[src/logic/tuner_defs.svh]
`ifndef TUNER_DEFS_SVH
`define TUNER_DEFS_SVH

// ----------------------------------------------------------------------
// Datapath widths
// ----------------------------------------------------------------------
// Ring heater DAC code
`define TUNER_DAC_WIDTH 8
// Power detector reading
`define TUNER_ADC_WIDTH 8

// ----------------------------------------------------------------------
// Peak detection
// ----------------------------------------------------------------------
// Half window, full window is 2*H+1 samples
`define TUNER_PEAK_HALF 4
// Trend votes needed on each side of the centre
`define TUNER_VOTE_THRES 2
// Evaluations skipped once a peak is seen
`define TUNER_PEAK_HOLDOFF 7
// Result slots
`define TUNER_NUM_PEAKS 8

`endif

[src/logic/tuner_data_pkg.sv]
`include "tuner_defs.svh"

package tuner_data_pkg;

  // DAC tune code sent to the ring heater
  typedef logic [`TUNER_DAC_WIDTH-1:0] tune_code_t;

  // Committed power reading
  typedef logic [`TUNER_ADC_WIDTH-1:0] pwr_t;

  // Log2 of the sweep step
  typedef logic [$clog2(`TUNER_DAC_WIDTH)-1:0] stride_t;

  // Number of stored peaks, 0 up to full
  typedef logic [$clog2(`TUNER_NUM_PEAKS+1)-1:0] peak_cnt_t;

endpackage

[src/logic/tuner_ctrl_pkg.sv]
package tuner_ctrl_pkg;

  // Top level search flow
  typedef enum logic [1:0] {
    SEARCH_IDLE,
    SEARCH_INIT,
    SEARCH_ACTIVE,
    SEARCH_DONE
  } search_state_e;

  // Sub-phase inside SEARCH_ACTIVE
  // Tune hands a code out, update waits for its power
  typedef enum logic {
    CTRL_TUNE,
    CTRL_UPDATE
  } ctrl_phase_e;

endpackage

[src/logic/search_sequencer.sv]
`timescale 1ns/1ps

module search_sequencer
  import tuner_data_pkg::*;
  import tuner_ctrl_pkg::*;
(
  input  logic       i_clk,
  input  logic       i_rst,
  input  tune_code_t i_tune_start,
  input  tune_code_t i_tune_end,
  input  stride_t    i_tune_stride,
  input  logic       i_trig_val,
  input  logic       i_tune_rdy,
  input  logic       i_commit_val,
  input  pwr_t       i_pwr_commit,
  input  logic       i_peaks_rdy,
  output logic       o_trig_rdy,
  output logic       o_peaks_val,
  output logic       o_peaks_fire,
  output logic       o_tune_val,
  output tune_code_t o_ring_tune,
  output logic       o_commit_rdy,
  output logic       o_refresh,
  output logic       o_update,
  output pwr_t       o_sample_pwr,
  output tune_code_t o_sample_code
);

  search_state_e state, state_next;
  ctrl_phase_e   phase, phase_next;

  logic       trig_fire;
  logic       tune_fire;
  logic       commit_fire;
  logic       is_active;
  logic       is_tune;
  logic       is_update;
  logic       compute_done;
  logic       sweep_left;
  logic       active_done;
  // Commit history, covers the window and store pipeline
  logic [1:0] update_hist;
  tune_code_t ring_tune;
  tune_code_t tune_step;
  tune_code_t sweep_cnt;
  tune_code_t sweep_max;

  // ----------------------------------------------------------------------
  // Handshakes
  // ----------------------------------------------------------------------
  assign o_trig_rdy   = (state == SEARCH_IDLE) || (state == SEARCH_DONE);
  assign o_peaks_val  = (state == SEARCH_DONE);
  assign trig_fire    = o_trig_rdy && i_trig_val;
  assign o_peaks_fire = o_peaks_val && i_peaks_rdy;

  // Single cycle clear of everything downstream
  assign o_refresh = (state == SEARCH_INIT);

  assign is_active = (state == SEARCH_ACTIVE);
  assign is_tune   = is_active && (phase == CTRL_TUNE);
  assign is_update = is_active && (phase == CTRL_UPDATE);

  // No new code once all N commits are in
  assign o_tune_val   = is_tune && compute_done && sweep_left;
  assign tune_fire    = o_tune_val && i_tune_rdy;
  assign o_commit_rdy = is_update;
  assign commit_fire  = o_commit_rdy && i_commit_val;
  assign o_update     = commit_fire;

  // ----------------------------------------------------------------------
  // Search FSM
  // ----------------------------------------------------------------------
  always_ff @(posedge i_clk or posedge i_rst) begin
    if (i_rst) begin
      state <= SEARCH_IDLE;
    end else begin
      state <= state_next;
    end
  end

  always_comb begin
    state_next = state;
    case (state)
      SEARCH_IDLE:   if (trig_fire) state_next = SEARCH_INIT;
      SEARCH_INIT:   state_next = SEARCH_ACTIVE;
      SEARCH_ACTIVE: if (active_done) state_next = SEARCH_DONE;
      // Re-trigger starts a fresh sweep
      SEARCH_DONE:   if (trig_fire) state_next = SEARCH_INIT;
      default:       state_next = SEARCH_IDLE;
    endcase
  end

  // ----------------------------------------------------------------------
  // Tune / update phase
  // ----------------------------------------------------------------------
  always_ff @(posedge i_clk or posedge i_rst) begin
    if (i_rst) begin
      phase <= CTRL_TUNE;
    end else if (o_refresh) begin
      phase <= CTRL_TUNE;
    end else begin
      phase <= phase_next;
    end
  end

  always_comb begin
    phase_next = phase;
    if (is_active) begin
      case (phase)
        CTRL_TUNE:   if (tune_fire) phase_next = CTRL_UPDATE;
        CTRL_UPDATE: if (commit_fire) phase_next = CTRL_TUNE;
        default:     phase_next = CTRL_TUNE;
      endcase
    end
  end

  // One compute cycle on each entry to tune
  always_ff @(posedge i_clk or posedge i_rst) begin
    if (i_rst) begin
      compute_done <= 1'b0;
    end else if (o_refresh) begin
      compute_done <= 1'b0;
    end else if (is_tune) begin
      compute_done <= 1'b1;
    end else if (is_update) begin
      compute_done <= 1'b0;
    end
  end

  // ----------------------------------------------------------------------
  // Code stepping and sweep count
  // ----------------------------------------------------------------------
  assign tune_step   = tune_code_t'(1) << i_tune_stride;
  assign sweep_max   = (i_tune_end - i_tune_start) >> i_tune_stride;
  assign sweep_left  = (sweep_cnt < sweep_max);
  // Wait for the last sample to reach the store
  assign active_done = !sweep_left && (update_hist == 2'b00);
  assign o_ring_tune = ring_tune;

  always_ff @(posedge i_clk or posedge i_rst) begin
    if (i_rst) begin
      ring_tune   <= '0;
      sweep_cnt   <= '0;
      update_hist <= '0;
    end else if (o_refresh) begin
      ring_tune   <= i_tune_start;
      sweep_cnt   <= '0;
      update_hist <= '0;
    end else begin
      update_hist <= {update_hist[0], o_update};
      // Step after the power of the current code is in
      if (commit_fire) begin
        ring_tune <= ring_tune + tune_step;
        sweep_cnt <= sweep_cnt + 1'b1;
      end
    end
  end

  // Power and the code it was measured at
  always_ff @(posedge i_clk) begin
    if (commit_fire) begin
      o_sample_pwr  <= i_pwr_commit;
      o_sample_code <= ring_tune;
    end
  end

endmodule

[src/logic/peak_window.sv]
`timescale 1ns/1ps
`include "tuner_defs.svh"

module peak_window
  import tuner_data_pkg::*;
(
  input  logic       i_clk,
  input  logic       i_rst,
  input  logic       i_refresh,
  input  logic       i_update,
  input  pwr_t       i_sample_pwr,
  input  tune_code_t i_sample_code,
  output logic       o_peak_commit,
  output tune_code_t o_peak_code,
  output pwr_t       o_peak_pwr
);

  localparam int HALF       = `TUNER_PEAK_HALF;
  localparam int WIN_SIZE   = 2 * HALF + 1;
  localparam int FILL_WIDTH = $clog2(WIN_SIZE + 1);
  localparam int HOLD_WIDTH = $clog2(`TUNER_PEAK_HOLDOFF + 1);

  // Index 0 is the newest sample, HALF is the centre
  tune_code_t code_win [WIN_SIZE];
  pwr_t       pwr_win  [WIN_SIZE];
  // Flag i compares sample i against sample i+1
  logic [2*HALF-1:0] rise_win;
  logic [2*HALF-1:0] fall_win;

  logic                  shift_en;
  logic                  eval_en;
  logic [FILL_WIDTH-1:0] fill_cnt;
  logic [HOLD_WIDTH-1:0] holdoff_cnt;
  logic                  rise_vote;
  logic                  fall_vote;
  logic                  peak_found;
  logic                  warmed_up;

  function automatic logic vote_ok(input logic [HALF-1:0] votes);
    int sum;
    sum = 0;
    for (int i = 0; i < HALF; i++) begin
      sum += int'(votes[i]);
    end
    return (sum >= `TUNER_VOTE_THRES);
  endfunction

  // ----------------------------------------------------------------------
  // Pipeline strobes
  // ----------------------------------------------------------------------
  // Shift one cycle after the commit, evaluate the cycle after
  always_ff @(posedge i_clk or posedge i_rst) begin
    if (i_rst) begin
      shift_en <= 1'b0;
      eval_en  <= 1'b0;
    end else if (i_refresh) begin
      shift_en <= 1'b0;
      eval_en  <= 1'b0;
    end else begin
      shift_en <= i_update;
      eval_en  <= shift_en;
    end
  end

  // ----------------------------------------------------------------------
  // Sample window
  // ----------------------------------------------------------------------
  always_ff @(posedge i_clk) begin
    if (i_refresh) begin
      for (int i = 0; i < WIN_SIZE; i++) begin
        code_win[i] <= '0;
        pwr_win[i]  <= '0;
      end
    end else if (shift_en) begin
      code_win[0] <= i_sample_code;
      pwr_win[0]  <= i_sample_pwr;
      for (int i = 1; i < WIN_SIZE; i++) begin
        code_win[i] <= code_win[i-1];
        pwr_win[i]  <= pwr_win[i-1];
      end
    end
  end

  // Trend of the new sample against the previous one
  always_ff @(posedge i_clk or posedge i_rst) begin
    if (i_rst) begin
      rise_win <= '0;
      fall_win <= '0;
    end else if (i_refresh) begin
      rise_win <= '0;
      fall_win <= '0;
    end else if (shift_en) begin
      rise_win <= {rise_win[2*HALF-2:0], (i_sample_pwr > pwr_win[0])};
      fall_win <= {fall_win[2*HALF-2:0], (i_sample_pwr < pwr_win[0])};
    end
  end

  // ----------------------------------------------------------------------
  // Vote and invalidation
  // ----------------------------------------------------------------------
  // Rising into the centre, falling out of it
  assign rise_vote  = vote_ok(rise_win[2*HALF-1:HALF]);
  assign fall_vote  = vote_ok(fall_win[HALF-1:0]);
  assign peak_found = rise_vote && fall_vote;
  assign warmed_up  = (fill_cnt == FILL_WIDTH'(WIN_SIZE));

  // Samples seen since refresh, saturating at a full window
  always_ff @(posedge i_clk or posedge i_rst) begin
    if (i_rst) begin
      fill_cnt <= '0;
    end else if (i_refresh) begin
      fill_cnt <= '0;
    end else if (shift_en && !warmed_up) begin
      fill_cnt <= fill_cnt + 1'b1;
    end
  end

  // Neighbours of a peak also win the vote
  always_ff @(posedge i_clk or posedge i_rst) begin
    if (i_rst) begin
      holdoff_cnt <= '0;
    end else if (i_refresh) begin
      holdoff_cnt <= '0;
    end else if (eval_en) begin
      if (holdoff_cnt != '0) begin
        holdoff_cnt <= holdoff_cnt - 1'b1;
      end else if (peak_found) begin
        holdoff_cnt <= HOLD_WIDTH'(`TUNER_PEAK_HOLDOFF);
      end
    end
  end

  assign o_peak_commit = eval_en && peak_found && warmed_up && (holdoff_cnt == '0);
  assign o_peak_code   = code_win[HALF];
  assign o_peak_pwr    = pwr_win[HALF];

endmodule

[src/logic/peak_store.sv]
`timescale 1ns/1ps
`include "tuner_defs.svh"

module peak_store
  import tuner_data_pkg::*;
(
  input  logic       i_clk,
  input  logic       i_rst,
  input  logic       i_refresh,
  input  logic       i_peak_commit,
  input  tune_code_t i_peak_code,
  input  pwr_t       i_peak_pwr,
  input  logic       i_peaks_fire,
  output tune_code_t o_peak_tune [`TUNER_NUM_PEAKS],
  output pwr_t       o_peak_pwr  [`TUNER_NUM_PEAKS],
  output peak_cnt_t  o_peak_cnt
);

  localparam int IDX_WIDTH = $clog2(`TUNER_NUM_PEAKS);

  tune_code_t tune_q [`TUNER_NUM_PEAKS];
  pwr_t       pwr_q  [`TUNER_NUM_PEAKS];
  peak_cnt_t  cnt_q;
  logic       store_full;
  logic       store_wr;

  // Extra peaks past capacity are dropped
  assign store_full = (cnt_q == peak_cnt_t'(`TUNER_NUM_PEAKS));
  assign store_wr   = i_peak_commit && !store_full;

  always_ff @(posedge i_clk or posedge i_rst) begin
    if (i_rst) begin
      cnt_q <= '0;
    end else if (i_refresh) begin
      cnt_q <= '0;
    end else if (store_wr) begin
      cnt_q <= cnt_q + 1'b1;
    end
  end

  // Peaks fill in sweep order
  always_ff @(posedge i_clk) begin
    if (i_refresh) begin
      for (int i = 0; i < `TUNER_NUM_PEAKS; i++) begin
        tune_q[i] <= '0;
        pwr_q[i]  <= '0;
      end
    end else if (store_wr) begin
      tune_q[cnt_q[IDX_WIDTH-1:0]] <= i_peak_code;
      pwr_q[cnt_q[IDX_WIDTH-1:0]]  <= i_peak_pwr;
    end
  end

  // Results only visible during the results fire
  always_comb begin
    for (int i = 0; i < `TUNER_NUM_PEAKS; i++) begin
      o_peak_tune[i] = i_peaks_fire ? tune_q[i] : '0;
      o_peak_pwr[i]  = i_peaks_fire ? pwr_q[i] : '0;
    end
    o_peak_cnt = i_peaks_fire ? cnt_q : '0;
  end

endmodule

[src/logic/tuner_search_top.sv]
`timescale 1ns/1ps
`include "tuner_defs.svh"

module tuner_search_top
  import tuner_data_pkg::*;
(
  input  logic       i_clk,
  input  logic       i_rst,
  // Sweep configuration
  input  tune_code_t i_tune_start,
  input  tune_code_t i_tune_end,
  input  stride_t    i_tune_stride,
  // Trigger
  input  logic       i_trig_val,
  output logic       o_trig_rdy,
  // Results
  output logic       o_peaks_val,
  input  logic       i_peaks_rdy,
  output tune_code_t o_peak_tune [`TUNER_NUM_PEAKS],
  output pwr_t       o_peak_pwr  [`TUNER_NUM_PEAKS],
  output peak_cnt_t  o_peak_cnt,
  // Ring tune to the AFE
  output logic       o_tune_val,
  output tune_code_t o_ring_tune,
  input  logic       i_tune_rdy,
  // Power commit from the AFE
  output logic       o_commit_rdy,
  input  logic       i_commit_val,
  input  pwr_t       i_pwr_commit
);

  logic       peaks_fire;
  logic       refresh;
  logic       update;
  pwr_t       sample_pwr;
  tune_code_t sample_code;
  logic       peak_commit;
  tune_code_t peak_code;
  pwr_t       peak_pwr;

  search_sequencer search_sequencer_inst (
    .i_clk         (i_clk),
    .i_rst         (i_rst),
    .i_tune_start  (i_tune_start),
    .i_tune_end    (i_tune_end),
    .i_tune_stride (i_tune_stride),
    .i_trig_val    (i_trig_val),
    .i_tune_rdy    (i_tune_rdy),
    .i_commit_val  (i_commit_val),
    .i_pwr_commit  (i_pwr_commit),
    .i_peaks_rdy   (i_peaks_rdy),
    .o_trig_rdy    (o_trig_rdy),
    .o_peaks_val   (o_peaks_val),
    .o_peaks_fire  (peaks_fire),
    .o_tune_val    (o_tune_val),
    .o_ring_tune   (o_ring_tune),
    .o_commit_rdy  (o_commit_rdy),
    .o_refresh     (refresh),
    .o_update      (update),
    .o_sample_pwr  (sample_pwr),
    .o_sample_code (sample_code)
  );

  peak_window peak_window_inst (
    .i_clk         (i_clk),
    .i_rst         (i_rst),
    .i_refresh     (refresh),
    .i_update      (update),
    .i_sample_pwr  (sample_pwr),
    .i_sample_code (sample_code),
    .o_peak_commit (peak_commit),
    .o_peak_code   (peak_code),
    .o_peak_pwr    (peak_pwr)
  );

  peak_store peak_store_inst (
    .i_clk         (i_clk),
    .i_rst         (i_rst),
    .i_refresh     (refresh),
    .i_peak_commit (peak_commit),
    .i_peak_code   (peak_code),
    .i_peak_pwr    (peak_pwr),
    .i_peaks_fire  (peaks_fire),
    .o_peak_tune   (o_peak_tune),
    .o_peak_pwr    (o_peak_pwr),
    .o_peak_cnt    (o_peak_cnt)
  );

endmodule

[config.mk]
export PLATFORM = sky130hd
export DESIGN_NAME = tuner_search_top
export DESIGN_NICKNAME = d
export VERILOG_FILES = /design/src/logic/tuner_data_pkg.sv /design/src/logic/tuner_ctrl_pkg.sv /design/src/logic/search_sequencer.sv /design/src/logic/peak_window.sv /design/src/logic/peak_store.sv /design/src/logic/tuner_search_top.sv
export VERILOG_INCLUDE_DIRS = /design/src /design/src/logic
export SDC_FILE = /design/constraint.sdc
export NUM_CORES = 1
export LEC_CHECK = 0
export BUFFER_PORTS_ARGS = -buffer_cell sky130_fd_sc_hd__buf_4
export CORE_ASPECT_RATIO = 1.4
export CORE_MARGIN = 2
export CORE_UTILIZATION = 50
export CTS_BUF_LIST = sky130_fd_sc_hd__clkbuf_4 sky130_fd_sc_hd__clkbuf_8 sky130_fd_sc_hd__clkbuf_16
export DETAILED_ROUTE_END_ITERATION = 12
export PLACE_DENSITY_LB_ADDON = 0.12
export SETUP_SLACK_MARGIN = 0.05
export SLEW_MARGIN = 20
export SYNTH_ARGS = -nofsm -noshare
export SYNTH_HDL_FRONTEND = slang
export SYNTH_SLANG_ARGS = --single-unit
[constraint.sdc]
create_clock -name i_clk -period 7.35 [get_ports i_clk]
set_clock_uncertainty 0.05 [all_clocks]
set_input_delay 1.47 -clock i_clk [delete_from_list [all_inputs] [get_ports i_clk]]
set_output_delay 1.47 -clock i_clk [all_outputs]
set_load 0.01 [all_outputs]
# Word level (Yosys, flattened, before mapping)
# Memory sizes are Yosys's and may differ from the RTL's.
# Index checks and enable logic that the tools add are counted.
dict set report word_totals {
  reg_bits 63
  mem_bits_rw 272
  n_memories 4
  out_inout_bits 144
  wordCells 179
  input_bits 33
}
# memory depth word_bits rd rd_clocked_by_memory_dff write_ports line_no
set memory_table {}
lappend memory_table {peak_window_inst.code_win 9 8 8 0 9 peak_window.sv:24} ;# tune_code_t code_win [WIN_SIZE];
lappend memory_table {peak_window_inst.pwr_win 9 8 8 0 9 peak_window.sv:25} ;# pwr_t pwr_win [WIN_SIZE];
lappend memory_table {peak_store_inst.pwr_q 8 8 8 0 8 peak_store.sv:22} ;# pwr_t pwr_q [`TUNER_NUM_PEAKS];
lappend memory_table {peak_store_inst.tune_q 8 8 8 0 8 peak_store.sv:21} ;# tune_code_t tune_q [`TUNER_NUM_PEAKS];
dict set report classes {
  shifts 2
  magnitude_cmp 5
  n_reduce_logical 36
  muxes 79
  n_addsub 12
  eq_ne 7
  bitwise 19
}
# op n
set op_table {}
lappend op_table {{$mux W8} 42}
lappend op_table {{$add A32 B2 Y32} 2}
lappend op_table {{$ge A32 B3 Y1 const B} 2}
lappend op_table {{$mux W4} 7}
lappend op_table {{$mux W1} 19}
lappend op_table {{$mux W3} 6}
lappend op_table {{$or A1 B1 Y1} 18}
lappend op_table {{$lt A8 B8 Y1} 2}
lappend op_table {{$reduce_or A8 Y1} 2}
lappend op_table {{$logic_and A1 B1 Y1} 15}
lappend op_table {{$reduce_bool A2 Y1} 6}
lappend op_table {{$reduce_bool A3 Y1} 3}
lappend op_table {{$add A4 B1 Y4 const B} 2}
lappend op_table {{$add A8 B1 Y8 const B} 1}
lappend op_table {{$add A8 B8 Y8} 1}
lappend op_table {{$eq A4 B4 Y1 const B} 2}
lappend op_table {{$gt A8 B8 Y1} 1}
lappend op_table {{$shl A1 B3 Y8 const A} 1}
lappend op_table {{$shr A8 B3 Y8} 1}
lappend op_table {{$sub A8 B8 Y8} 1}
lappend op_table {{$mux W2} 3}
lappend op_table {{$pmux W2 S3} 1}
lappend op_table {{$add A1 B1 Y2} 2}
lappend op_table {{$add A3 B1 Y4} 1}
lappend op_table {{other kinds (14)} 19}

# Depth between registers and ports, before layout
dict set report logic_depth {
  word_depth 14
  mapped_depth 19
  mapped_depth_nobuf 19
}

# Hierarchy
# From an unflattened synthesis, not the netlist that was laid out.
dict set report hier_totals {
  hier_cells 1083
  area_unflattened_um2 13022.5
}
# module n_inst cells_per_inst area_per_inst_um2
set by_module_without_submodules {}
lappend by_module_without_submodules {peak_store 1 479 5988.2}
lappend by_module_without_submodules {peak_window 1 307 4272.8}
lappend by_module_without_submodules {search_sequencer 1 297 2761.4}

# Worst setup path after synthesis
# Ideal clock, no wire load.
dict set report synth_timing {
  path_kind {input-to-output}
  from {in i_tune_end[0]}
  to {out o_tune_val}
  path_buffers 0
  setup_slack_ns 0.966
  required_time_ns 5.830
  arrival_ns 4.864
  path_stages 18
  cell_sequence {inv_1 ha_1 inv_1 fa_1 a211oi_2 o21bai_1 a21oi_1 xnor2_1 mux2i_1 a21oi_1 o21ai_0 ha_1 a2111o_1 a311oi_1 o211ai_1 a211oi_2 o21ai_0 nor3_1}
}
dict set report synth_between {
  elab_chain_cells 4
}
# element line_no
set synth_lines {}
lappend synth_lines {{start, declared} tuner_search_top.sv:11} ;# input tune_code_t i_tune_end,
lappend synth_lines {{$sub A8 B8 Y8} search_sequencer.sv:134} ;# assign sweep_max = (i_tune_end - i_tune_start) >> i_tune_stride;
lappend synth_lines {{$shr A8 B3 Y8} search_sequencer.sv:134}
lappend synth_lines {{$lt A8 B8 Y1} search_sequencer.sv:135} ;# assign sweep_left = (sweep_cnt < sweep_max);
lappend synth_lines {{$logic_and A1 B1 Y1} search_sequencer.sv:64} ;# assign o_tune_val = is_tune && compute_done && sweep_left;
lappend synth_lines {{end, declared} tuner_search_top.sv:23} ;# output logic o_tune_val,
# Every way passes these cells.

# Final worst setup path
dict set report layout_timing {
  from {in i_tune_start[2]}
  to {out o_tune_val}
}
dict set report layout_between {
  elab_chain_cells 4
}
# element line_no
set layout_lines {}
lappend layout_lines {{start, declared} tuner_search_top.sv:10} ;# input tune_code_t i_tune_start,
lappend layout_lines {{$sub A8 B8 Y8} search_sequencer.sv:134}
lappend layout_lines {{$shr A8 B3 Y8} search_sequencer.sv:134}
lappend layout_lines {{$lt A8 B8 Y1} search_sequencer.sv:135}
lappend layout_lines {{$logic_and A1 B1 Y1} search_sequencer.sv:64}
# Every way passes these cells.

==> reports/metrics.csv <==
stage,metric,value,unit
worst_setup_path,Worst path slowest cell,a2111o_1,
clock_network,hold buffer count at CTS,0,
clock_network,clock sinks,269,
logic_synthesis,total nets after synthesis,1104,
final_layout,fraction of final layout cells with drive strength greater than 1,21.6,%
worst_setup_path,stage delay of the slowest cell on the critical path,0.41,ns
sta,achievable clock frequency,144,MHz
floorplan,number of cell rows,68,
worst_setup_path,startpoint-to-endpoint class of the critical path,in -> out,
clock_network,clock edge transition at the registers on the reported setup and hold paths,0.06,ns
logic_synthesis,fraction of the yosys area taken by sequential cells,62.1,%
sta,minimum period implied by the final worst setup slack,6.96,ns
route,ANT nets after route,0,
final_layout,number of diodes,0,
sta,worst hold slack across all endpoints,0.447,ns
logic_synthesis,mean instance size in the synthesized netlist,12.3,um^2
floorplan,Die X-Extent,138,um
sta,Slew @ Worst Pin,0.997,ns
outcome,run status,completed,
clock_network,Post-CTS Setup Repair Bufs,0,
worst_setup_path,Worst EP arrival,5.44,ns
sta,Final Hold Vio Count,0,
final_layout,signed area change from the synthesized netlist to the final layout,18.6,%
floorplan,ports placed on the boundary,177,
place,sum of net half-perimeters after detailed placement,17300,um
clock_network,Clock Tree Buf Depth,3,
sta,final setup violating endpoints,0,
route,via count,7981,
power_and_ir_drop,"sum of internal, switching and leakage power",0.00505,W
sta,RSZ-0062 raised after global routing,false,
worst_setup_path,ordered cell list for the critical path,buf_4 > inv_1 > ha_1 > o21ai_0 > a21oi_1 > o21ai_0 > a21oi_1 > xnor2_1 > mux2i_1 > a21oi_1 > o21ai_0 > ha_1 > a2111o_1 > a311oi_1 > o211ai_1 > a211oi_2 > o21ai_0 > nor3_1 > buf_4,
route,wire length per cell,17.3,um
final_layout,Nets,1254,
sta,slack of the critical path,0.388,ns
worst_setup_path,buffers plus inverters on the worst setup path,3,
sta,worst relative slew slack,33.5,%
sta,number of pins with negative max-slew slack in the final report,0,
route,Post-route DRC,0,
clock_network,TritonCTS clock tree,yes,
logic_synthesis,Synth area leader,edfxtp_1,
place,Placed Instances,1462,
power_and_ir_drop,power density over the cells,337,nW/um^2
route,final WL,26100,um
logic_synthesis,dominant cells by area after synthesis,"edfxtp_1 (53%), and2_1 (10%), dfrtp_1 (8.9%)",
logic_synthesis,count of distinct cell types in the synthesized netlist,59,
clock_network,number of buffers created by CTS,26,
logic_synthesis,synthesized flop and latch total,269,
sta,post-route clock period utilization,94.7,%
final_layout,non-filler cells in the finished layout,1509,
final_layout,total area of multi-input combinational cells,4420,um^2
logic_synthesis,Gate Count Post-Synth,1025,
logic_synthesis,total number of yosys warnings,0,
power_and_ir_drop,static leakage,6.55,nW
global_route,antenna violations before repair,0,
route,via density per instance,5.29,
global_route,Congestion Overflow GR,0,
logic_synthesis,Async SR Flop Fraction,16.7,%
worst_setup_path,cell repeated most along the worst path,o21ai_0,
final_layout,filler cell count in the final layout,2035,
clock_network,cells resized by post-CTS repair,0,
clock_network,"Clk Latency, worst-skew pair",0.52,ns
global_route,global-route wire length before repair,41200,um
global_route,vias in the first global route,7706,
final_layout,Reg area,7850,um^2
route,drt first-iter violations,556,
sta,aggregate negative setup slack,0,ns
logic_synthesis,count of flip-flops with a built-in enable after synthesis,224,
flow_run,number of max-cap violations,0,
global_route,global-route usage over all layers,19.5,%
floorplan,initial cell density of the core,51.1,%
clock_network,clk root buf,clkbuf_16,
min_path,class of the tightest hold or removal check,reg -> reg,
logic_synthesis,Most used DFF post-synth,edfxtp_1,
global_route,maximum number of pins on one net before global-route repair,134,
worst_setup_path,family with the most delay on the worst path,compound AO/OA/AOI/OAI gates,
route,detailed-routing iteration count for the pre-antenna-repair pass,4,
place,last weighted congestion value of the routability-driven placer,0.808,
floorplan,Die Outline Area,26600,um^2
logic_synthesis,area share of the leading cell type in the synthesized netlist,53.2,%
logic_synthesis,total standard cell area after synthesis,12600,um^2
place,dpl ws,0.444,ns
clock_network,number of levels in the clock H-tree,1,
worst_setup_path,maximum net fanout on the critical path,5,
place,Buffers on Ports,176,
worst_setup_path,kind of launch point of the worst setup path,primary input,
power_and_ir_drop,Max IR drop VDD,227,uV
floorplan,CORE AREA,24800,um^2
worst_setup_path,nature of the critical path endpoint,output pin,
floorplan,Die Span Y,192,um
worst_setup_path,Worst Path Required,5.83,ns
through the flow:
stage | util, % | instance area [um^2]
6_report | 60.6 | 15000
5_1_grt | 60.6 | 15000
4_1_cts | 60.6 | 15000
3_5_place_dp | 57.2 | 14200
3_3_place_gp | 57.2 | 14200
2_1_floorplan | - | 12600
flip-flops by register name, indices dropped and copies added (netlist names), 8 cells and up:
register / count
peak_window_inst.pwr_win: 40
search_sequencer_inst.o_ring_tune: 8
peak_store_inst.pwr_q: 64
search_sequencer_inst.o_sample_code: 8
peak_window_inst.rise_win: 8
search_sequencer_inst.sweep_cnt: 8
search_sequencer_inst.o_sample_pwr: 8
peak_window_inst.code_win: 40
peak_store_inst.tune_q: 64
cell usage in the layout (no fill, tap or decap), types with 6 or more instances in the layout:
cell	instances
nor2_2	7
and3_1	134
nand3_1	7
clkbuf_16	27
ha_1	41
or2_2	8
o21ai_0	24
inv_1	37
xor2_1	12
edfxtp_1	224
dfrtp_1	45
nor2_1	52
clkinv_2	8
a211oi_1	6
a21oi_1	26
xnor2_1	11
and2_1	202
nor3_1	12
nand2_1	25
nand2b_1	10
mux2i_1	17
buf_4	181
cells in the mapped netlist (all sizes together) (6+ instances only):
cell type,instances
a211oi,8
a21oi,27
and2,202
and3,134
clkbuf,56
dfrtp,45
edfxtp,224
ha,43
inv,38
mux2i,17
nand2,25
nand2b,11
nand3,7
nor2,59
nor3,14
o21ai,24
or2,8
or3,6
xnor2,11
xor2,12
path summary, 6_finish.rpt:
path,slack [ns],depth (start not counted),from,to
worst min-delay path,0.45,1,peak_window_inst.holdoff_cnt[2]$_DFFE_PP0P_,peak_window_inst.holdoff_cnt[2]$_DFFE_PP0P_
worst max register to register,3.87,8,peak_window_inst.rise_win[4]$_DFFE_PP0P_,peak_store_inst.pwr_q[0][0]$_SDFFCE_PN0P_
min in group asynchronous,1.04,2,i_rst,search_sequencer_inst.sweep_cnt[4]$_DFFE_PP0P_
worst max-delay path,0.39,19,i_tune_start[2],o_tune_val
max in group asynchronous,5.72,2,i_rst,peak_window_inst.fall_win[0]$_DFFE_PP0P_
worst min register to register,0.45,1,peak_window_inst.holdoff_cnt[2]$_DFFE_PP0P_,peak_window_inst.holdoff_cnt[2]$_DFFE_PP0P_
routing by layer:
layer	vias up	GRT usage, %	part of all wire, %
met1	3763	24.3	41
met3	71	2.97	5.3
met5	-	0	0
met2	245	33.6	50
met4	0	9.34	3.9
li1	3902	-	-
kinds of logic (layout without fill, tap and decap cells):
group | count (synthesis) | in the layout | synth area share [%]
AND/OR/NAND/NOR | 482 | 482 | 22.5
flip-flops | 269 | 269 | 62.1
buffers and inverters | 98 | 267 | 2.99
AO/OA/AOI/OAI | 88 | 88 | 4.49
adder cells (fa/ha/maj) | 46 | 46 | 4.73
XOR/XNOR | 23 | 23 | 1.59
multiplexers | 19 | 19 | 1.61
final cells by class:
type	count	share of cell area, %
clock buffer	33	4.85
clock inverter	14	0.676
inverter	39	0.984
multi-input combinational	658	29.4
sequential	269	52.4
tap	315	2.63
timing repair buffer	181	9.06
power breakdown:
part | total (W) | switching (W) | internal [W] | leakage [nW]
registers | 0.00247 | 0.000228 | 0.00224 | 2.71
clock network | 0.00128 | 0.000544 | 0.000736 | 0.412
logic | 0.00131 | 0.000783 | 0.000522 | 3.43
total | 0.00505 | 0.00156 | 0.00350 | 6.55
worst register-to-register path, delay by kind of cell, from the launching register on:
family | cells | cell delay [ns]
flops | 1 | 0.40
simple gates | 5 | 2.04
fa+ha+maj | 2 | 0.57
compound gates | 1 | 0.06
Note: power is estimated with default switching activity, not from simulation.
